`src/design/fcore_pkg.sv`:
```
package fcore_pkg;

    ////////////////////////////////////////////////////////////////////////////
    // Datapath and instruction geometry
    ////////////////////////////////////////////////////////////////////////////

    // Datapath and instruction word share one width
    localparam int DATA_WIDTH = 32;
    localparam int OPCODE_WIDTH = 5;

    // Registers visible to a single channel
    localparam int REGS_PER_CHANNEL = 16;
    localparam int REG_WIDTH = 4;

    ////////////////////////////////////////////////////////////////////////////
    // Opcodes
    ////////////////////////////////////////////////////////////////////////////

    typedef enum logic [OPCODE_WIDTH-1:0] {
        NOP  = 5'd0,
        ADD  = 5'd1,
        SUB  = 5'd2,
        MUL  = 5'd3,
        AND  = 5'd4,
        OR   = 5'd5,
        XOR  = 5'd6,
        SHL  = 5'd7,
        SHR  = 5'd8,
        LDI  = 5'd9,
        STOP = 5'd10
    } opcode_e;

    ////////////////////////////////////////////////////////////////////////////
    // Instruction formats
    ////////////////////////////////////////////////////////////////////////////

    // Register form: rd = ra op rb
    typedef struct packed {
        opcode_e              opcode;
        logic [REG_WIDTH-1:0] rd;
        logic [REG_WIDTH-1:0] ra;
        logic [REG_WIDTH-1:0] rb;
        logic [14:0]          unused;
    } reg_form_t;

    // Immediate form: rd = sign extended imm
    typedef struct packed {
        opcode_e              opcode;
        logic [REG_WIDTH-1:0] rd;
        logic [6:0]           unused;
        logic [15:0]          imm;
    } imm_form_t;

    // Same word, two views; the opcode sits in the same bits in both
    typedef union packed {
        reg_form_t r;
        imm_form_t i;
    } instr_u;

endpackage
```
`src/design/issue_bus_if.sv`:
```
interface issue_bus_if import fcore_pkg::*; #(
    parameter int MAX_CHANNELS = 4
);

    localparam int CH_WIDTH = (MAX_CHANNELS > 1) ? $clog2(MAX_CHANNELS) : 1;
    localparam int ADDR_WIDTH = CH_WIDTH + REG_WIDTH;

    // Operation strobe and decoded fields
    logic                  issue;
    opcode_e               opcode;
    logic [ADDR_WIDTH-1:0] dest;
    logic [DATA_WIDTH-1:0] imm_value;

    // Operand addresses and the data read back for them
    logic [ADDR_WIDTH-1:0] addr_a;
    logic [ADDR_WIDTH-1:0] addr_b;
    logic [DATA_WIDTH-1:0] operand_a;
    logic [DATA_WIDTH-1:0] operand_b;

    modport decoder_side (
        output issue,
        output opcode,
        output dest,
        output imm_value,
        output addr_a,
        output addr_b
    );

    modport register_side (
        input  addr_a,
        input  addr_b,
        output operand_a,
        output operand_b
    );

    modport executor_side (
        input issue,
        input opcode,
        input dest,
        input imm_value,
        input operand_a,
        input operand_b
    );

endinterface

```
`src/design/decoder.sv`:
```
module decoder import fcore_pkg::*; #(
    parameter int MAX_CHANNELS = 4,
    localparam int CH_WIDTH = (MAX_CHANNELS > 1) ? $clog2(MAX_CHANNELS) : 1
) (
    input  logic                clock,
    input  logic                rst_n,
    input  logic                fetch_valid,
    input  instr_u              fetch_data,
    input  logic [CH_WIDTH-1:0] channel,
    output logic                stop_seen,
    issue_bus_if.decoder_side   bus
);

    logic       fetch_pending;
    logic       word_valid;
    instr_u     word;
    logic [1:0] squash_count;
    logic       squashing;
    logic       executable;
    opcode_e    opcode;

    localparam int IMM_WIDTH = $bits(word.i.imm);

    ////////////////////////////////////////////////////////////////////////////
    // Fetch tracking
    ////////////////////////////////////////////////////////////////////////////

    // Store data lags the fetch request by one cycle
    always_ff @(posedge clock or negedge rst_n) begin
        if (!rst_n) begin
            fetch_pending <= 1'b0;
            word_valid <= 1'b0;
        end else begin
            fetch_pending <= fetch_valid;
            word_valid <= fetch_pending;
        end
    end

    always_ff @(posedge clock) begin
        if (fetch_pending) begin
            word <= fetch_data;
        end
    end

    // Opcode and rd positions are shared by both views
    assign opcode = word.r.opcode;

    ////////////////////////////////////////////////////////////////////////////
    // Squash after STOP
    ////////////////////////////////////////////////////////////////////////////

    assign squashing = (squash_count != 2'd0);
    assign stop_seen = word_valid && !squashing && (opcode == STOP);

    // Two words behind STOP were already requested from the store
    always_ff @(posedge clock or negedge rst_n) begin
        if (!rst_n) begin
            squash_count <= 2'd0;
        end else if (stop_seen) begin
            squash_count <= 2'd2;
        end else if (word_valid && squashing) begin
            squash_count <= squash_count - 1'b1;
        end
    end

    ////////////////////////////////////////////////////////////////////////////
    // Decode and issue
    ////////////////////////////////////////////////////////////////////////////

    always_comb begin
        bus.opcode = opcode;
        bus.addr_a = {channel, word.r.ra};
        bus.addr_b = {channel, word.r.rb};
        bus.dest = {channel, word.r.rd};
        bus.imm_value = {{(DATA_WIDTH - IMM_WIDTH){word.i.imm[IMM_WIDTH-1]}}, word.i.imm};
        executable = 1'b0;
        case (opcode)
            ADD, SUB, MUL, AND, OR, XOR, SHL, SHR, LDI: begin
                executable = 1'b1;
            end
            // NOP, STOP and unknown codes never reach the executor
            default: begin
                executable = 1'b0;
            end
        endcase
        bus.issue = word_valid && !squashing && executable;
    end

endmodule

```
`src/flat_wrapper.sv`:
```
// flat-port wrapper written by rule: the top's interface ports become plain ports
module decoder_flat import fcore_pkg::*;
#(
    parameter int MAX_CHANNELS = 4,
    localparam int CH_WIDTH = (MAX_CHANNELS > 1) ? $clog2(MAX_CHANNELS) : 1
)
  (clock, rst_n, fetch_valid, fetch_data, channel, stop_seen, bus_issue, bus_opcode, bus_dest, bus_imm_value, bus_addr_a, bus_addr_b);
  issue_bus_if #(.MAX_CHANNELS(MAX_CHANNELS)) bus_i ();
  input  logic clock;
  input  logic rst_n;
  input  logic fetch_valid;
  input  instr_u fetch_data;
  input  logic [CH_WIDTH-1:0] channel;
  output logic stop_seen;
  output wire logic [$bits(bus_i.issue)-1:0] bus_issue;
  output wire logic [$bits(bus_i.opcode)-1:0] bus_opcode;
  output wire logic [$bits(bus_i.dest)-1:0] bus_dest;
  output wire logic [$bits(bus_i.imm_value)-1:0] bus_imm_value;
  output wire logic [$bits(bus_i.addr_a)-1:0] bus_addr_a;
  output wire logic [$bits(bus_i.addr_b)-1:0] bus_addr_b;
  assign bus_issue = bus_i.issue;
  assign bus_opcode = bus_i.opcode;
  assign bus_dest = bus_i.dest;
  assign bus_imm_value = bus_i.imm_value;
  assign bus_addr_a = bus_i.addr_a;
  assign bus_addr_b = bus_i.addr_b;
  decoder #(.MAX_CHANNELS(MAX_CHANNELS)) u_core (.clock(clock), .rst_n(rst_n), .fetch_valid(fetch_valid), .fetch_data(fetch_data), .channel(channel), .stop_seen(stop_seen), .bus(bus_i));
endmodule
```
`config.mk`:
```
export PLATFORM = sky130hd
export DESIGN_NAME = decoder_flat
export DESIGN_NICKNAME = d
export VERILOG_FILES = /design/src/design/fcore_pkg.sv /design/src/design/issue_bus_if.sv /design/src/design/decoder.sv /design/src/flat_wrapper.sv
export SDC_FILE = /design/constraint.sdc
export NUM_CORES = 1
export LEC_CHECK = 0
export BUFFER_PORTS_ARGS = -buffer_cell sky130_fd_sc_hd__buf_2
export CAP_MARGIN = 20
export CORE_MARGIN = 10
export CORE_UTILIZATION = 40
export DETAILED_ROUTE_END_ITERATION = 16
export PLACE_DENSITY = 0.75
export RECOVER_POWER = 100
export SLEW_MARGIN = 20
export SYNTH_ARGS = -nofsm -noshare
export SYNTH_HDL_FRONTEND = slang
export SYNTH_SLANG_ARGS = --single-unit
export TNS_END_PERCENT = 30
```
`constraint.sdc`:
```
create_clock -name clock -period 1.7 [get_ports clock]
set_clock_uncertainty 0.2 [all_clocks]
set_input_delay 0 -clock clock [delete_from_list [all_inputs] [get_ports clock]]
set_output_delay 0 -clock clock [all_outputs]
set_load 0.01 [all_outputs]
```
==> impl_metrics.toml <==
[die]
dieArea_um2 = 6220
core_region_area_um2 = 3340
start_util = 0.416
die-width_um = 78.9
row_count = 21
io_pins = 94
die_h_um = 78.9

[route]
detail-route-antenna-nets = 0
finalWirelength_um = 3680
drc = 0
first_pass_iters = 4
vias = 1019
drt-initial-drc-count = 37
routed_via_density = 4.34
wl_per_cell_um = 15.7

[critical_path]
start_kind = "register"
end_kind = "primary output"
crit_buf_inv = 1
crit_type = "reg2out"
crit_family = "simple AND/OR/NAND/NOR gates"
crit_arrival_ns = 1.34
cp_cell_sequence = "and2b_1, nand4_1, nor2_1, clkbuf_1"
worst-path-max-fanout = 3
critPathSlowestCell = "edfxtp_1"
cp_slowest_stage_delay_ns = 0.39
worstPathRequired_ns = 1.50

[global_routing]
grt.overflow.total = 0
grt_pass1_wl_um = 5750
grt_use_total = 0.120
grt_max_degree = 24
antenna_found_initial = 0
grt_pass1_vias = 1166

[cells_and_area]
fin_nets = 226
syn_to_final_growth_pct = 51.5
mostFrequentLayoutCells = "57 x clkbuf_1, 37 x dlygate4sd3_1, 32 x edfxtp_1, 29 x buf_2, 5 x clkbuf_4"
fillers = 289
antenna_cells = 0
drive_gt1_frac = 0.206
layout_commonest_cell = "clkbuf_1"

[timing]
setup_viol = 0
tns_ns = 0
fin_crit_ns = 1.54
finalHoldViolations = 0
worstMarginPinSlew_ns = 0.659
maxSlewViolCount = 0
finalCritPeriodShare = 0.907
max_freq_mhz = 648
relSlewSlack = 0.561
rsz0062_at_grt = "false"

[clocking]
cts_buffers = 5
clk_pin_slew_ns = 0.11
cts.path.max_buffers = 2
insertion_delay_ns = 0.35
cts_tree = "yes"
cts.sinks = 37
clockRootBuffer = "clkbuf_4"
cts.repair.resized = 0
htreeDepth = 2

[synth]
yosysWarnings = 0
netlist_instances = 80
ys_seq_area_frac = 0.779
ys_types = 19
synth_nets = 118
synth_seq_cells = 37
syn_area_um2 = 1390
syn_area_per_cell_um2 = 17.3

[power_and_ir_drop]
ir_drop_uv = 537
finalPower_w = 0.00216
power.density_nw_per_um2 = 1030
p_leak_nw = 0.826

[flow_run]
cap_viol_max_count = 0

[status]
status = "finished clean"

[placement]
place_congestion = 0.678
io_buffers = 85
dpl.hpwl_um = 2550

[min_path]
min_path_type = "in2reg"
-- registers in the layout, indices dropped and copies added, names as in the netlist, named ones only --
name,cells
u_core.word,32
u_core.fetch_pending,1
u_core.word_valid,1
u_core.squash_count,2
-- layout make-up --
type	instances	area (µm²)	share of cell area
inverters	3	11.3	0.00536
flip-flops and latches	37	1080	0.514
well taps	46	57.6	0.0274
repair buffers	124	734	0.349
clock buffers	5	37.5	0.0179
multi-input cells	17	115	0.0548
clock inverters	3	65.1	0.0310
-- worst reg2reg max path, delay by kind of cell, from the launching register on --
| family | cells | cell delay [ns] |
|---|---|---|
| flip-flops | 1 | 0.38 |
| multiplexers | 1 | 0.30 |
| adder cells (fa/ha/maj) | 1 | 0.21 |
| AND/OR/NAND/NOR | 1 | 0.16 |
| AO/OA/AOI/OAI | 1 | 0.09 |
| buffers and inverters | 1 | 0.05 |
-- synthesized netlist by cell type --
| cell | count | area, µm² |
|---|---|---|
| nand2_1 | 1 | 3.75 |
| a41oi_2 | 1 | 16.3 |
| nand4_1 | 1 | 6.26 |
| buf_4 | 23 | 173 |
| nor2_1 | 2 | 7.51 |
| and2b_1 | 1 | 7.51 |
| nor2b_1 | 1 | 6.26 |
| o21ai_1 | 1 | 5.00 |
| and3_1 | 1 | 6.26 |
| mux2_2 | 1 | 11.3 |
| inv_1 | 3 | 11.3 |
| nand3_1 | 1 | 5.00 |
| edfxtp_1 | 32 | 961 |
| o21ai_0 | 2 | 10.0 |
| ha_1 | 1 | 12.5 |
| mux2i_1 | 1 | 10.0 |
| or4_1 | 2 | 15.0 |
| dfxtp_1 | 1 | 20.0 |
| dfrtp_1 | 4 | 100 |
-- power by group --
part           internal, W  leakage [nW]  total [W]  switching (W)
sequential         0.00107         0.368    0.00110      0.0000332
combinational     0.000156         0.402   0.000312       0.000155
clock             0.000455        0.0552   0.000745       0.000290
total              0.00168         0.826    0.00216       0.000479
-- logic make-up (layout without fill, tap and decap cells) --
logic type | count (synthesis) | after routing | synth area share
DFF | 37 | 37 | 0.779
buffers and inverters | 26 | 135 | 0.133
and+or+nand+nor | 10 | 10 | 0.0415
AOI/OAI and AO/OA | 4 | 4 | 0.0225
muxes | 2 | 2 | 0.0153
adders and majority gates | 1 | 1 | 0.00902
-- worst paths after layout --
kind	start	to	slack, ns	cells past startpoint
min	fetch_valid	u_core.fetch_pending	0.11	2
min in group asynchronous	rst_n	u_core.squash_count[1]	0.34	3
max in group asynchronous	rst_n	u_core.word_valid	0.79	3
max reg2reg	u_core.squash_count[0]	u_core.squash_count[0]	0.21	5
min reg2reg	u_core.squash_count[1]	u_core.squash_count[1]	0.36	2
max	u_core.word[31]	stop_seen	0.16	4
-- per-layer routing --
metal | up-vias | share of wire | global-route usage | routed length, µm
met5 | - | 0 | 0 | 0
met4 | 0 | 0.014 | 0.0538 | 53
met3 | 6 | 0.19 | 0.0980 | 681
met2 | 76 | 0.45 | 0.192 | 1670
met1 | 457 | 0.35 | 0.107 | 1280
li1 | 480 | - | - | -
-- timing repair --
action                     in CTS  in global routing
setup endpoints to repair       0                  0
hold buffers                   37                  0
hold endpoints to repair       44                  0
setup buffers                   0                  0
-- through the flow --
step	utilization	instance area (µm²)	hold WS, ns	setup slack, ns	cells
final	0.630	2100	0.112	0.157	235
after global routing	0.630	2100	0.107	0.0261	235
after CTS	0.655	2190	0.0685	0.158	235
after detailed placement	0.513	1710	-0.394	0.211	190
after global placement	0.513	1710	-0.394	0.298	190
after floorplan	-	1390	-0.496	0.132	80
(Power assumes the default switching activity.)
