===== config.mk =====
export PLATFORM = sky130hd
export DESIGN_NAME = executor_flat
export DESIGN_NICKNAME = d
export VERILOG_FILES = /design/src/design/fcore_pkg.sv /design/src/design/issue_bus_if.sv /design/src/design/executor.sv /design/src/flat_wrapper.sv
export SDC_FILE = /design/constraint.sdc
export NUM_CORES = 2
export LEC_CHECK = 0
export ABC_AREA = 1
export BUFFER_PORTS_ARGS = -buffer_cell sky130_fd_sc_hd__buf_2
export CAP_MARGIN = 20
export CORE_MARGIN = 4
export CORE_UTILIZATION = 70
export CTS_CLUSTER_DIAMETER = 30
export CTS_CLUSTER_SIZE = 8
export DETAILED_ROUTE_END_ITERATION = 12
export PLACE_DENSITY = 0.93
export SYNTH_ARGS = -nofsm -noshare
export SYNTH_HDL_FRONTEND = slang
export SYNTH_SLANG_ARGS = --single-unit

===== constraint.sdc =====
create_clock -name clock -period 1.55 [get_ports clock]
set_clock_uncertainty 0.1 [all_clocks]
set_input_delay 0.3875 -clock clock [delete_from_list [all_inputs] [get_ports clock]]
set_output_delay 0.3875 -clock clock [all_outputs]
set_load 0.005 [all_outputs]

===== src/design/fcore_pkg.sv =====
package fcore_pkg;

    ////////////////////////////////////////////////////////////////////////////
    // Datapath and instruction geometry
    ////////////////////////////////////////////////////////////////////////////

    // Datapath and instruction word share one width
    localparam int DATA_WIDTH = 32;
    localparam int OPCODE_WIDTH = 5;

    // Registers visible to a single channel
    localparam int REGS_PER_CHANNEL = 16;
    localparam int REG_WIDTH = 4;

    ////////////////////////////////////////////////////////////////////////////
    // Opcodes
    ////////////////////////////////////////////////////////////////////////////

    typedef enum logic [OPCODE_WIDTH-1:0] {
        NOP  = 5'd0,
        ADD  = 5'd1,
        SUB  = 5'd2,
        MUL  = 5'd3,
        AND  = 5'd4,
        OR   = 5'd5,
        XOR  = 5'd6,
        SHL  = 5'd7,
        SHR  = 5'd8,
        LDI  = 5'd9,
        STOP = 5'd10
    } opcode_e;

    ////////////////////////////////////////////////////////////////////////////
    // Instruction formats
    ////////////////////////////////////////////////////////////////////////////

    // Register form: rd = ra op rb
    typedef struct packed {
        opcode_e              opcode;
        logic [REG_WIDTH-1:0] rd;
        logic [REG_WIDTH-1:0] ra;
        logic [REG_WIDTH-1:0] rb;
        logic [14:0]          unused;
    } reg_form_t;

    // Immediate form: rd = sign extended imm
    typedef struct packed {
        opcode_e              opcode;
        logic [REG_WIDTH-1:0] rd;
        logic [6:0]           unused;
        logic [15:0]          imm;
    } imm_form_t;

    // Same word, two views; the opcode sits in the same bits in both
    typedef union packed {
        reg_form_t r;
        imm_form_t i;
    } instr_u;

endpackage

===== src/design/issue_bus_if.sv =====
interface issue_bus_if import fcore_pkg::*; #(
    parameter int MAX_CHANNELS = 4
);

    localparam int CH_WIDTH = (MAX_CHANNELS > 1) ? $clog2(MAX_CHANNELS) : 1;
    localparam int ADDR_WIDTH = CH_WIDTH + REG_WIDTH;

    // Operation strobe and decoded fields
    logic                  issue;
    opcode_e               opcode;
    logic [ADDR_WIDTH-1:0] dest;
    logic [DATA_WIDTH-1:0] imm_value;

    // Operand addresses and the data read back for them
    logic [ADDR_WIDTH-1:0] addr_a;
    logic [ADDR_WIDTH-1:0] addr_b;
    logic [DATA_WIDTH-1:0] operand_a;
    logic [DATA_WIDTH-1:0] operand_b;

    modport decoder_side (
        output issue,
        output opcode,
        output dest,
        output imm_value,
        output addr_a,
        output addr_b
    );

    modport register_side (
        input  addr_a,
        input  addr_b,
        output operand_a,
        output operand_b
    );

    modport executor_side (
        input issue,
        input opcode,
        input dest,
        input imm_value,
        input operand_a,
        input operand_b
    );

endinterface


===== src/design/executor.sv =====
module executor import fcore_pkg::*; #(
    parameter int ADDR_WIDTH = 6
) (
    input  logic                  clock,
    input  logic                  rst_n,
    issue_bus_if.executor_side    bus,
    output logic                  result_we,
    output logic [ADDR_WIDTH-1:0] result_addr,
    output logic [DATA_WIDTH-1:0] result_data
);

    localparam int SHIFT_WIDTH = $clog2(DATA_WIDTH);

    logic [DATA_WIDTH-1:0]  alu_out;
    logic [SHIFT_WIDTH-1:0] shift;

    ////////////////////////////////////////////////////////////////////////////
    // ALU
    ////////////////////////////////////////////////////////////////////////////

    // Shift amount is operand b modulo the word width
    assign shift = bus.operand_b[SHIFT_WIDTH-1:0];

    always_comb begin
        case (bus.opcode)
            ADD: alu_out = bus.operand_a + bus.operand_b;
            SUB: alu_out = bus.operand_a - bus.operand_b;
            MUL: alu_out = bus.operand_a * bus.operand_b;
            AND: alu_out = bus.operand_a & bus.operand_b;
            OR:  alu_out = bus.operand_a | bus.operand_b;
            XOR: alu_out = bus.operand_a ^ bus.operand_b;
            SHL: alu_out = bus.operand_a << shift;
            SHR: alu_out = bus.operand_a >> shift;
            LDI: alu_out = bus.imm_value;
            default: alu_out = '0;
        endcase
    end

    ////////////////////////////////////////////////////////////////////////////
    // Result register
    ////////////////////////////////////////////////////////////////////////////

    always_ff @(posedge clock or negedge rst_n) begin
        if (!rst_n) begin
            result_we <= 1'b0;
        end else begin
            result_we <= bus.issue;
        end
    end

    // Payload only, qualified by result_we
    always_ff @(posedge clock) begin
        if (bus.issue) begin
            result_addr <= bus.dest;
            result_data <= alu_out;
        end
    end

endmodule


===== src/flat_wrapper.sv =====
// flat-port wrapper written by rule: the top's interface ports become plain ports
module executor_flat import fcore_pkg::*;
#(
    parameter int ADDR_WIDTH = 6
)
  (clock, rst_n, result_we, result_addr, result_data, bus_issue, bus_opcode, bus_dest, bus_imm_value, bus_operand_a, bus_operand_b);
  issue_bus_if bus_i ();
  input  logic clock;
  input  logic rst_n;
  output logic result_we;
  output logic [ADDR_WIDTH-1:0] result_addr;
  output logic [DATA_WIDTH-1:0] result_data;
  input wire logic [$bits(bus_i.issue)-1:0] bus_issue;
  input wire logic [$bits(bus_i.opcode)-1:0] bus_opcode;
  input wire logic [$bits(bus_i.dest)-1:0] bus_dest;
  input wire logic [$bits(bus_i.imm_value)-1:0] bus_imm_value;
  input wire logic [$bits(bus_i.operand_a)-1:0] bus_operand_a;
  input wire logic [$bits(bus_i.operand_b)-1:0] bus_operand_b;
  assign bus_i.issue = bus_issue;
  assign bus_i.opcode = bus_opcode;
  assign bus_i.dest = bus_dest;
  assign bus_i.imm_value = bus_imm_value;
  assign bus_i.operand_a = bus_operand_a;
  assign bus_i.operand_b = bus_operand_b;
  executor #(.ADDR_WIDTH(ADDR_WIDTH)) u_core (.clock(clock), .rst_n(rst_n), .bus(bus_i), .result_we(result_we), .result_addr(result_addr), .result_data(result_data));
endmodule

==> results_dict.tcl, run 1 <==
set metrics [dict create \
    status "stopped before the end" \
    clock_path_buffers 2 \
    die_h_um 199 \
    synth_top_flop_cell "edfxtp_1" \
    grt_first_pass_wirelength_um 318000 \
    synth.cell_area_mm2 0.0256 \
    depth_of_the_cts_h_tree 2 \
    failing_step "5_1_grt" \
    synth-seq-cells 39 \
    floorplan.initialDensity_pct 71.5 \
    synth-edff-count 38 \
    clock_tree.root_cell "clkbuf_16" \
    die-width_um 199 \
    num_io_pins 149 \
    std_cell_rows 69 \
    synth.yosys.warnings 0 \
    flow.first_error "[ERROR GRT-0116] Global routing finished with congestion. Check the congestion regions in the DRC Viewer." \
    port-buffer-count 148 \
    netlist-cell-type-count 62 \
    syn-num-nets 4523 \
    async_flop_share_pct 2.56 \
    vias_in_the_first_global_route 47600 \
    cts_num_sinks 39 \
    seq_area_frac_synth_pct 4.55 \
    cts-buffers-inserted 5 \
    pin_count_of_the_biggest_net_entering_global_routing 40 \
    synth_area_per_cell_um2 6.77 \
    place.detailed.hpwl_um 103000 \
    globalRoute.totalOverflow 4971 \
    global_route.usage.total_pct 110 \
    gp_congestion 1.29 \
    syn_inst 3784 \
]
-- through the flow --
| stage | std cells | setup slack, ps | area, µm² | TNS, ps | util (%) |
|---|---|---|---|---|---|
| after floorplan | 3784 | -5230 | 26400 | -127240 | - |
| after global placement | 4846 | -5540 | 32000 | -142000 | 89.3 |
| after detailed placement | 4846 | -5910 | 32000 | -151130 | 89.3 |
| after CTS | 4914 | -5090 | 34700 | -130320 | 97.0 |
-- logic make-up after synthesis --
group / after synthesis / share of synthesized area [%]
adders and majority gates: 629 / 42.7
xor gates and xnor gates: 45 / 1.57
AOI/OAI and AO/OA: 524 / 11.7
and+or+nand+nor: 1390 / 21.9
DFF: 39 / 4.55
buffers and inverters: 1150 / 17.3
muxes: 7 / 0.274
-- synthesized netlist by cell type (all sizes together) (2+ instances only) --
cell     count  share of area, %
nand2     1058                16
inv        966                14
fa         409                32
o21ai      241               4.7
ha         220                11
a21oi      161               3.2
nand3      133               2.6
nor2       131               2.1
buf        101               1.9
clkbuf      82               1.2
xor2        40               1.4
edfxtp      38               4.5
a221oi      25              0.86
nand4       25              0.61
o211ai      20              0.59
nor3        18              0.37
o21bai      13              0.38
a31oi       12              0.32
or2         12              0.29
a21o         9              0.26
o221ai       8              0.27
mux2i        7              0.27
nand3b       7              0.21
a211oi       5              0.17
a22o         5              0.17
o2111ai      5              0.17
xnor2        5              0.17
o22ai        4             0.098
o31ai        4              0.14
a211o        2             0.068
and2         2             0.049
and3         2             0.049
nor4         2             0.049
o21a         2             0.059
o311ai       2             0.068
-- per-layer routing --
| metal | global-route usage, % | overflow |
|---|---|---|
| met2 | 145 | 3761 |
| met3 | 88.6 | 203 |
| met1 | 93.2 | 185 |
| met5 | 74.9 | 29 |
| met4 | 115 | 793 |
-- timing repair --
| action | in CTS |
|---|---|
| resized for setup | 509 |
| cloned | 10 |
| hold endpoints to repair | 1 |
| buffers inserted | 53 |
| setup endpoints to repair | 32 |
| pin swaps | 205 |
| hold buffers | 1 |
==> run 2, diff against run 1 <==
Settings changed: CORE_UTILIZATION 70 to 40, CTS_CLUSTER_DIAMETER 30 to default, CTS_CLUSTER_SIZE 8 to default, PLACE_DENSITY 0.93 to default, PLACE_DENSITY_LB_ADDON from default to 0.15.
==> results_dict.tcl, run 2 <==
set metrics [dict create \
    syn-num-nets 4523 \
    layout.cells.most_common_list "1003 x nand2_1, 895 x inv_1, 721 x buf_4" \
    critical_path.max_fanout 5 \
    area_delta_synth_final_pct 42.5 \
    total_vias_in_the_final_route 28000 \
    syn_inst 3784 \
    clock_transition_time_at_the_flip_flop_clock_pins_of_the_worst_setup_and_hold_paths_ps 80 \
    clock_tree.root_cell "clkbuf_16" \
    drt_pre_antenna_iters 5 \
    synth-edff-count 38 \
    worstPathRequired_ps 1530 \
    setup_slack_ps -5130 \
    globalRoute.totalOverflow 0 \
    async_flop_share_pct 2.56 \
    critPathCaptureType "flip-flop" \
    grt_first_pass_wirelength_um 175000 \
    slew_viol_final 0 \
    clock_path_buffers 2 \
    ff_latch_area_mm2 0.00117 \
    num-nets-final 5331 \
    synth.yosys.warnings 0 \
    multi_input_area_mm2 0.0221 \
    seq_area_frac_synth_pct 4.55 \
    antenna_found_initial 7 \
    antenna_violating_nets_post_route 0 \
    vias_in_the_first_global_route 28100 \
    pin_count_of_the_biggest_net_entering_global_routing 70 \
    startpoint_types "primary input" \
    status "complete, but fails checks" \
    finalCriticalPeriod_ps 6680 \
    viasPerCell 5.14 \
    max_cap_violation_count 0 \
    totalNegativeSetupSlack_ps -130260 \
    synth-seq-cells 39 \
    finalWirelength_um 119000 \
    floorplan.initialDensity_pct 40.5 \
    grt_setup_unrepaired "true" \
    failed_checks "setup timing" \
    holdPathStages 1 \
    timing.final.crit_share_pct 431 \
    die_h_um 261 \
    die-width_um 261 \
    netlist_top_cells_count "1055 x nand2_1, 952 x inv_1, 409 x fa_1" \
    core_area_mm2 0.0632 \
    die_area_mm2 0.0681 \
    gp_congestion 1.06 \
    top_register "u_core.result_data" \
    cts_tree "built" \
    synth_area_per_cell_um2 6.77 \
    setup_violations 34 \
    initialDrtViolationCount 2712 \
    synthMostInstantiatedCell "nand2_1" \
    final_util_pct 57.7 \
    cts-buffers-inserted 5 \
    global_route.usage.total_pct 34.7 \
    routed_wire_length_per_instance_um 22.0 \
    fill_cells 6017 \
    drc_errors 0 \
    synth.top_cells.by_area "fa_1 32%, nand2_1 15%, inv_1 14%" \
    num_io_pins 149 \
    hold_class "in2reg" \
    place.detailed.hpwl_um 101000 \
    layout.cells.most_common "nand2_1" \
    worstPathArrival_ps 6650 \
    depth_of_the_cts_h_tree 2 \
    synth_top_flop_cell "edfxtp_1" \
    synth.cell_area_mm2 0.0256 \
    synth.largest_area_cell "fa_1" \
    cts_num_sinks 39 \
    synth_top_area_share_pct 32.0 \
    max_reg_flops 32 \
    final_layout_size_suffix_gt1_share_pct 30.0 \
    worst_pin_slew_ps 1010 \
    timing_worst_setup_path_type "in2reg" \
    total_count_of_hold_check_failures_in_the_final_report 0 \
    netlist-cell-type-count 62 \
    std_cell_rows 92 \
    port-buffer-count 148 \
    slew-limit-headroom_pct 32.5 \
    max_clock_freq_mhz 150 \
    top_regs "u_core.result_data (32), u_core.result_addr (6), u_core.result_we (1)" \
]
==> run 2: cell counts after synthesis <==
No cell type changed its count.
==> run 2: cell type report <==
| type | instances | share of cell area (%) |
|---|---|---|
| diodes | 2 | 0.0137 |
| clock buffers | 5 | 0.343 |
| clock inverters | 3 | 0.106 |
| inverters | 967 | 10.0 |
| multi-input cells | 2595 | 60.6 |
| flip-flops and latches | 39 | 3.20 |
| well taps | 846 | 2.90 |
| repair buffers | 984 | 22.8 |
==> run 2: worst max-delay path: stages <==
cell,delay [ps]
buf_16,130
buf_6,120
nand2_2,60
inv_2,30
fa_1,510
inv_2,40
fa_1,490
fa_2,490
fa_1,530
inv_1,50
fa_1,470
inv_1,50
fa_1,510
inv_2,40
fa_1,480
fa_2,580
ha_4,220
buf_4,140
a21oi_4,160
o21ai_2,80
a21oi_2,210
nand3_4,130
a21o_1,220
a21oi_2,220
nand3_1,120
nand3_2,110
nand2_2,70
==> run 2: what timing repair did <==
action / CTS / global route
hold buffers: 1 / 0
buffers inserted: 46 / 22
hold endpoints to repair: 1 / 0
setup endpoints to repair: 34 / 34
gates cloned: 6 / 1
pin swaps: 190 / 178
gates resized for setup: 409 / 157
==> run 2: metal layers <==
metal  GRT usage, %  routed length, µm
met5              0                 45
met4           12.4               5770
met3           7.20              11500
met2           54.3              52100
met1           47.8              50100
==> run 2: kinds of logic (layout without fill, tap and decap cells) <==
logic type / after synthesis / in the layout / synth area share (%)
AOI/OAI and AO/OA: 524 / 524 / 11.7
xor gates and xnor gates: 45 / 45 / 1.57
adders and majority gates: 629 / 629 / 42.7
buffers and inverters: 1150 / 1959 / 17.3
DFF: 39 / 39 / 4.55
muxes: 7 / 7 / 0.274
other: 0 / 2 / 0
and+or+nand+nor: 1390 / 1390 / 21.9
==> run 2: path summary, 6_finish.rpt <==
| kind | start | to | slack [ps] |
|---|---|---|---|
| min in group asynchronous | rst_n | u_core.result_we | 320 |
| setup / recovery | bus_operand_a[16] | u_core.result_data[31] | -5130 |
| max in group asynchronous | rst_n | u_core.result_we | 950 |
| hold / removal | bus_dest[0] | u_core.result_addr[0] | 160 |
==> run 2: through the flow <==
| step | cells | setup slack [ps] | hold WS [ps] | cell area (µm²) |
|---|---|---|---|---|
| final | 5441 | -5130 | 164 | 36500 |
| after CTS | 5424 | -5040 | 159 | 35800 |
| after global routing | 5439 | -5310 | 157 | 36500 |
| after floorplan | 3784 | -5230 | -8.09 | 26400 |
| after global placement | 5368 | -6040 | 66.8 | 33400 |
| after detailed placement | 5368 | -6080 | 63.9 | 33400 |
Power of run 2 is not shown: default switching activity piles up to over one toggle a cycle in this logic, so the estimate is an artifact.
