## src/design/control_unit.sv

```systemverilog
module control_unit #(
    parameter int MAX_CHANNELS = 4,
    parameter int PROGRAM_DEPTH = 256,
    localparam int CH_WIDTH = (MAX_CHANNELS > 1) ? $clog2(MAX_CHANNELS) : 1,
    localparam int PC_WIDTH = $clog2(PROGRAM_DEPTH)
) (
    input  logic                clock,
    input  logic                rst_n,
    input  logic                run,
    input  logic [CH_WIDTH:0]   n_channels,
    input  logic                stop_seen,
    output logic [PC_WIDTH-1:0] pc,
    output logic                fetch_enable,
    output logic [CH_WIDTH-1:0] channel,
    output logic                busy,
    output logic                done
);

    typedef enum logic [1:0] {
        IDLE,
        FETCH,
        DRAIN
    } state_e;

    state_e              state;
    logic [1:0]          drain_count;
    logic [CH_WIDTH:0]   active_channels;
    logic [CH_WIDTH:0]   requested;
    logic                last_channel;
    logic [PC_WIDTH-1:0] pc_next;

    // Zero channels behaves as one, too many is clamped
    always_comb begin
        if (n_channels == '0) begin
            requested = (CH_WIDTH + 1)'(1);
        end else if (n_channels > (CH_WIDTH + 1)'(MAX_CHANNELS)) begin
            requested = (CH_WIDTH + 1)'(MAX_CHANNELS);
        end else begin
            requested = n_channels;
        end
    end

    assign last_channel = (({1'b0, channel} + 1'b1) == active_channels);
    assign pc_next = (pc == PC_WIDTH'(PROGRAM_DEPTH - 1)) ? '0 : pc + 1'b1;

    assign fetch_enable = (state == FETCH);
    assign busy = (state != IDLE);

    ////////////////////////////////////////////////////////////////////////////
    // Run sequencing
    ////////////////////////////////////////////////////////////////////////////

    always_ff @(posedge clock or negedge rst_n) begin
        if (!rst_n) begin
            state <= IDLE;
            pc <= '0;
            channel <= '0;
            drain_count <= '0;
            active_channels <= '0;
            done <= 1'b0;
        end else begin
            done <= 1'b0;
            case (state)
                IDLE: begin
                    if (run) begin
                        active_channels <= requested;
                        pc <= '0;
                        channel <= '0;
                        state <= FETCH;
                    end
                end
                FETCH: begin
                    pc <= pc_next;
                    if (stop_seen) begin
                        drain_count <= '0;
                        state <= DRAIN;
                    end
                end
                DRAIN: begin
                    // Three cycles let the last result reach the array
                    if (drain_count == 2'd2) begin
                        if (last_channel) begin
                            done <= 1'b1;
                            state <= IDLE;
                        end else begin
                            channel <= channel + 1'b1;
                            pc <= '0;
                            state <= FETCH;
                        end
                    end else begin
                        drain_count <= drain_count + 1'b1;
                    end
                end
                default: state <= IDLE;
            endcase
        end
    end

endmodule

```

## config.mk

```make
export PLATFORM = sky130hd
export DESIGN_NAME = control_unit
export DESIGN_NICKNAME = d
export VERILOG_FILES = /design/src/design/control_unit.sv
export SDC_FILE = /design/constraint.sdc
export NUM_CORES = 1
export LEC_CHECK = 0
export BUFFER_PORTS_ARGS = -buffer_cell sky130_fd_sc_hd__buf_2
export CORE_MARGIN = 8
export CORE_UTILIZATION = 56
export DETAILED_ROUTE_END_ITERATION = 10
export GPL_TIMING_DRIVEN = 0
export PLACE_DENSITY = 0.84
export SLEW_MARGIN = 20
export SYNTH_ARGS = -nofsm -noshare
export SYNTH_HDL_FRONTEND = slang
export SYNTH_SLANG_ARGS = --single-unit
```

## constraint.sdc

```tcl
create_clock -name clock -period 5.22 [get_ports clock]
set_input_delay 0 -clock clock [delete_from_list [all_inputs] [get_ports clock]]
set_output_delay 0 -clock clock [all_outputs]
set_load 0.005 [all_outputs]
```

==> results.md, run 1 <==
- Area fraction of the dominant cell type after synthesis: between 40% and 50%
- Total Wirelength: approximately 2000 um
- Die W: 56.9 um
- Register Area: 450 sq um
- Synth area leaders: dfrtp_1 48%, ha_1 4.0%, a21oi_1 3.7%
- Critical path endpoint category: flop
- Hpwl dp: about 1500 um
- Ports: 20
- First-pass detailed-route iteration total: 5
- DR iter-0 viols: 19
- Number of port buffers: 19
- Total track usage: around an eighth
- H-tree Lvls: 1
- Row cnt: 14
- Critical Path AT: approximately 2200 ps
- Vias: between 800 and 900
- Syn_nets: approximately 100
- CTS root buf: clkbuf_4
- RSZ-0062 raised after global routing: false
- Pre-CTS WS: approximately 3400 ps
- Layer with the highest usage: met2
- Setup TNS: 0 ps
- # DRC: 0
- GR Util met2: 20.2%
- Final Cycle Share: a little under two fifths
- Worst r2r src: state[1]$_DFFE_PN0P_
- CP Launch Type: flop
- Final Critical Period: 1950 ps
- Synth top cells by count: 18 x dfrtp_1, 7 x a21oi_1, 5 x nand2_1, 5 x nor2_1, 4 x o21ai_1
- Mapped Cells: 91
- R2R depth: 4
- Antenna cell count: 0
- Die Footprint: about 3200 sq um
- Max-Slew Margin vs Limit: between 70% and 80%
- Initial antenna violation count: 0
- PD cells: roughly 500 nW/um^2
- Antenna-violating nets left: 0
- Hold Path Class: in -> async
- Area grow syn2layout: 21.5%
- Clk sinks: 18
- Clk slew on worst S/H paths: 110 ps
- Share of synthesized area occupied by flip-flops and latches: approximately 48%
- R2r setup slk: 3270 ps
- Final RePlAce weighted congestion: roughly 0.8
- Initial core utilization: 60.7%
- Global-route wire length before repair: around 3400 um
- Synth warn: 0
- Reg2reg end: active_channels[0]$_DFFE_PN0P_
- Largest net degree at the start of global routing: 19
- Via count of the first global-routing pass: 764
- Count of final setup violators: 0
- FF+latch count, synth: 18
- Via density: 5.96
- Fmax: 513 MHz
- Pins Over Slew Limit: 0
- Core area: roughly 1500 sq um
- Syn_area_per_cell: ~10 sq um
- Mapped Area: between 900 and 1000 sq um
- Met3 Usage GRT: 4.49%
- Post-CTS Resized: 0
- Max FO, Critical Path: 8
- Status: complete, no violations
- Most common flop cell mapped by yosys: dfrtp_1
- Clk_lat worst skew: between 200 and 300 ps
- Final hold vios: 0
- Vert. Die Dim: 56.9 um
- Area of the multi-input gates: about 470 sq um
- Synth cell types: 39
- CTS tree: yes
- Final #Nets: 130
- Fillcell total: approximately 120
- Total power: between 500 and 600 uW
- P_leak: 0.000571 uW
- WS Path Type: reg -> reg
- Worst-Margin Slew: just over 400 ps
- DR WL/cell: approximately 15 um
- Synth area leader: dfrtp_1
- Layout cell share with drive strength beyond 1: 24.4%
- Total CTS buffers: 3
- Total congestion overflow: 0
- Top-count cell post-synth: dfrtp_1
- Setup ws final: 3270 ps
- Async SR Flop Fraction: 100%
- Layout Skew: 6.14 ps
- Max clock buf depth: 2
- Peak supply drop: ~0.37 mV
- Worst endpoint required time: 5460 ps
- Met1 GRT Util: approximately 15%
- Max-cap violations: 0
- EDFF count, synth: 0
state kept, by name (all words and copies together), names as in the netlist:
register         count
drain_count          2
active_channels      3
pc                   8
state                2
done                 1
channel              2
cell type report:
cell class                      instances  area share (%)
Multi-Input combinational cell         68            40.9
Tap cell                               16            1.76
Timing Repair Buffer                   24            12.8
Inverter                                3           0.990
Buffer                                  2           0.770
Sequential cell                        18            39.6
Clock buffer                            4            3.19
routing by layer:
layer	vias up	wire, um
met5	-	0
met4	0	14
met3	2	147
met2	31	988
met1	382	842
li1	390	-
per-stage QoR:
stage / area (sq um) / utilization, % / hold slack [ps] / cells
2_1_floorplan: 936 / - / -296 / 91
3_3_place_gp: 1050 / 68.2 / -57.8 / 126
3_5_place_dp: 1050 / 68.2 / -50.4 / 126
4_1_cts: 1140 / 73.8 / 153 / 135
5_1_grt: 1140 / 73.8 / 194 / 135
6_report: 1140 / 73.8 / 147 / 135
logic make-up (layout without fill, tap and decap cells):
group	count (synthesis)	in the layout	synth area share, %
buffers and inverters	5	33	2.14
xor gates and xnor gates	3	3	2.81
and+or+nand+nor	33	33	21.5
muxes	3	3	3.48
AOI/OAI and AO/OA	26	26	17.9
adders and majority gates	3	3	4.01
DFF	18	18	48.1
worst max path at each step:
stage	from	to	slack (ps)	cells past startpoint
floorplan	channel[0]$_DFFE_PN0P_	pc[6]$_DFFE_PN0P_	3520	5
global placement	channel[0]$_DFFE_PN0P_	pc[6]$_DFFE_PN0P_	3420	5
detailed placement	channel[0]$_DFFE_PN0P_	pc[6]$_DFFE_PN0P_	3390	5
CTS	state[1]$_DFFE_PN0P_	active_channels[0]$_DFFE_PN0P_	3350	4
global route	state[1]$_DFFE_PN0P_	active_channels[0]$_DFFE_PN0P_	3160	4
finish	state[1]$_DFFE_PN0P_	active_channels[0]$_DFFE_PN0P_	3270	4
where the power goes:
| part | leakage [uW] | total (uW) | internal [uW] | switching (uW) |
|---|---|---|---|---|
| Sequential | 0.000239 | 243 | 187 | 56.3 |
| Clock | 0.0000210 | 85.9 | 42.5 | 43.4 |
| Combinational | 0.000312 | 242 | 116 | 126 |
critical path, cell delays in order, from the launching register on:
cell and delay [ps]:
dfrtp_1 460, or3b_1 390, clkbuf_1 170, o31ai_1 280
dlygate4sd3_1 600
timing repair:
action / CTS / global route
hold buffers: 5 / 0
endpoints found under the hold margin: 22 / 0
setup buffers: 0 / 0
cell usage in the layout (no fill, tap or decap), types with 2 or more instances in the layout:
| cell type | Yosys | final |
|---|---|---|
| buf_2 | 1 | 20 |
| dfrtp_1 | 18 | 18 |
| a21oi_1 | 7 | 7 |
| nor2_1 | 5 | 5 |
| nand2_1 | 5 | 5 |
| dlygate4sd3_1 | 0 | 5 |
| o21ai_1 | 4 | 4 |
| nand2b_1 | 3 | 3 |
| o31ai_1 | 3 | 3 |
| nor3_1 | 3 | 3 |
| ha_1 | 3 | 3 |
| clkbuf_4 | 0 | 3 |
| inv_1 | 2 | 2 |
| xor2_1 | 2 | 2 |
| and2_1 | 2 | 2 |
| nor2b_1 | 2 | 2 |
| and3_1 | 2 | 2 |
| o21a_1 | 2 | 2 |
| nand3_1 | 2 | 2 |
| a211o_1 | 2 | 2 |
| o21ai_0 | 2 | 2 |
| mux2_1 | 2 | 2 |
(Power assumes the default switching activity.)
==> inputs of run 2 (changes only) <==
--- a/config.mk
+++ b/config.mk
@@ -5,12 +5,13 @@
 export SDC_FILE = /design/constraint.sdc
 export NUM_CORES = 1
 export LEC_CHECK = 0
+export ABC_AREA = 1
 export BUFFER_PORTS_ARGS = -buffer_cell sky130_fd_sc_hd__buf_2
 export CORE_MARGIN = 8
-export CORE_UTILIZATION = 56
+export CORE_UTILIZATION = 48
 export DETAILED_ROUTE_END_ITERATION = 10
 export GPL_TIMING_DRIVEN = 0
-export PLACE_DENSITY = 0.84
+export PLACE_DENSITY = 0.76
 export SLEW_MARGIN = 20
 export SYNTH_ARGS = -nofsm -noshare
 export SYNTH_HDL_FRONTEND = slang
==> constraint.sdc (replaced) <==
create_clock -name clock -period 1.67 [get_ports clock]
set_input_delay 0 -clock clock [delete_from_list [all_inputs] [get_ports clock]]
set_output_delay 0 -clock clock [all_outputs]
set_load 0.005 [all_outputs]
==> results.md, run 2 <==
- Status: complete, no violations
- Commonest cells after routing, fill and taps aside: 49 x nand2_1, 20 x inv_1, 19 x buf_2, 18 x dfrtp_1, 13 x nor2_1
- Total track usage: 12.1%
- Clock Power Share: roughly 17%
- Pre-CTS WS: ~150 ps
- Peak supply drop: a little under 1 mV
- Synth warn: 0
- Mapped Area: just over 1000 sq um
- R2r setup slk: about 160 ps
- Fmax: between 600 and 700 MHz
- Total congestion overflow: 0
- Most common flop cell mapped by yosys: dfrtp_1
- Critical path endpoint category: flop
- Post-CTS Repair Setup Buffers: 0
- Worst-Margin Slew: 405 ps
- First-pass detailed-route iteration total: 4
- RSZ-0062 raised after global routing: false
- Async SR Flop Fraction: 100%
- Share of synthesized area occupied by flip-flops and latches: roughly 45%
- Fillcell total: 177
- Worst r2r src: channel[0]$_DFFE_PN0P_
- Combinational Power Share: between 40 and 50%
- Internal power: between 900 and 1000 uW
- Mapped Cells: 136
- Mux contribution to synthesized area: 0%
- Row cnt: 16
- Initial antenna violation count: 0
- Ports: 20
- Synth area leaders: dfrtp_1 45%, nand2_1 18%, inv_1 7.4%
- Total CTS buffers: 3
- Largest Register: pc
- CTS root buf: clkbuf_4
- Synth cell types: 16
- Max-cap violations: 0
- DR WL/cell: around 11 um
- Hold Path Class: in -> reg
- Max clock buf depth: 2
- FF+latch count, synth: 18
- Via density: roughly 4.8
- Via count of the first global-routing pass: 830
- Crit path from: channel[0]$_DFFE_PN0P_
- Clk slew on worst S/H paths: approximately 100 ps
- Post-CTS Resized: 0
- Total Wirelength: between 2000 and 2500 um
- Max reg flops: 8
- Top-count cell post-synth: nand2_1
- Biggest regs: pc x8, active_channels x3
- Sw frac: a little over two fifths
- Setup TNS: 0 ps
- Worst hold slack: between 30 and 40 ps
- Vias: 913
- Die Footprint: 3830 sq um
- Core area: 1980 sq um
- Initial core utilization: around half
- EDFF count, synth: 0
- Setup ws final: 165 ps
- Area fraction of the dominant cell type after synthesis: between 40 and 50%
- Simple-Gate Fraction of Synth Area: 36.4%
- Layout cell share with drive strength beyond 1: about a fifth
- Max-Slew Margin vs Limit: between 70% and 80%
- Pins Over Slew Limit: 0
- PD cells: 1310 nW/um^2
- Count of final setup violators: 0
- Vert. Die Dim: a little over 60 um
- Syn_area_per_cell: roughly 7.4 sq um
- Final Cycle Share: around 90%
- WS Path Type: reg -> reg
- Worst endpoint required time: ~1800 ps
- Die W: between 60 and 70 um
- Global-route wire length before repair: ~3500 um
- Final Critical Period: 1510 ps
- # DRC: 0
- Hpwl dp: 1580 um
- Most common cell after layout, fill and taps aside: nand2_1
- Synth area leader: dfrtp_1
- Final RePlAce weighted congestion: 0.798
- Compound-Gate Fraction of Synth Area: 7.92%
- H-tree Lvls: 1
- HP Start: run
- Antenna cell count: 0
- Synth Area in Adders: 3.71%
- Clk_lat worst skew: roughly 290 ps
- Area grow syn2layout: 21.3%
- Syn_nets: about 150
- Net Switching: around 670 uW
- Antenna-violating nets left: 0
- Layout Skew: 0.748 ps
- CTS tree: yes
- Largest family of logic cells by synthesized area: simple AND/OR/NAND/NOR gates
- XOR/XNOR share of the synthesized area: 0%
- Largest net degree at the start of global routing: 19
- Number of port buffers: 19
- Reg power frac: between 40 and 50%
- DR iter-0 viols: 32
- Final #Nets: between 150 and 200
- Synth top cells by count: 49 x nand2_1, 20 x inv_1, 18 x dfrtp_1, 13 x nor2_1
- P_leak: between 0.0006 and 0.0007 uW
- Critical Path AT: between 1500 and 2000 ps
- Final hold vios: 0
- CP Launch Type: flop
- Clk sinks: 18
- Max FO, Critical Path: 6
## run 2: changes by cell type in the layout (fill, tap and decap cells not counted), moves of 3 or more
cell / change
inv_1: +18
o31ai_1: -3
nor3_1: -3
o21ai_0: +5
nand3_1: +5
a21oi_1: -5
nor2_1: +8
nand2b_1: -3
nand4_1: +3
nand2_1: +44
nand2_4: +3
## run 2: final timing paths
| kind | to | depth (start not counted) |
|---|---|---|
| min in group asynchronous | active_channels[2]$_DFFE_PN0P_ | 2 |
| min reg2reg | channel[1]$_DFFE_PN0P_ | 2 |
| max reg2reg | state[0]$_DFFE_PN0P_ | 8 |
| min | active_channels[2]$_DFFE_PN0P_ | 3 |
| max in group asynchronous | pc[5]$_DFFE_PN0P_ | 2 |
| max | state[0]$_DFFE_PN0P_ | 8 |
## run 2: worst max-delay path, cell delays in order, from the launching register on
cell and delay, ps:
dfrtp_1 460, ha_1 330, inv_1 50, nand2_1 50, nand2_1 50, nor2_1 170, nand2_4 100, nand2_2 90
o21ai_0 100
## run 2: power by group through the flow
stage,registers [uW],clock network [uW],logic (uW)
after floorplan,651,0,496
after global placement,659,0,661
after detailed placement,669,0,676
after CTS,659,274,687
after global routing,680,289,790
final,661,267,674
## run 2: per-layer routing
layer  global-route usage [%]  share of wire [%]  vias up
met5                        0                  0        -
met4                     5.19                2.1        0
met3                     3.29                5.6        4
met2                     21.0                 45       21
met1                     13.5                 47      406
li1                         -                  -      482
## run 2: repair_timing
item / in CTS / in global routing
hold endpoints to repair: 23 / 0
hold buffers: 5 / 0
setup endpoints to repair: 0 / 0
## run 2: final cells by class
type / count / area [sq um] / share of cell area, %
Clock buffer: 4 / 36.3 / 2.96
Inverter: 20 / 75.1 / 6.12
Multi-Input combinational cell: 98 / 485 / 39.6
Sequential cell: 18 / 450 / 36.7
Tap cell: 27 / 33.8 / 2.76
Timing Repair Buffer: 24 / 145 / 11.8
## run 2: per-stage QoR
| stage | power, uW | instance area, sq um | util, % | instances |
|---|---|---|---|---|
| detailed placement | 1340 | 1140 | 57.5 | 182 |
| floorplan | 1150 | 1010 | - | 136 |
| finish | 1600 | 1230 | 61.9 | 191 |
| global placement | 1320 | 1140 | 57.5 | 182 |
| CTS | 1620 | 1230 | 61.9 | 191 |
| global route | 1760 | 1230 | 61.9 | 191 |
## run 2: kinds of logic (layout without fill, tap and decap cells)
logic type	Yosys count	after routing
adders and majority gates	3	3
and+or+nand+nor	81	81
DFF	18	18
buffers and inverters	20	48
AOI/OAI and AO/OA	14	14
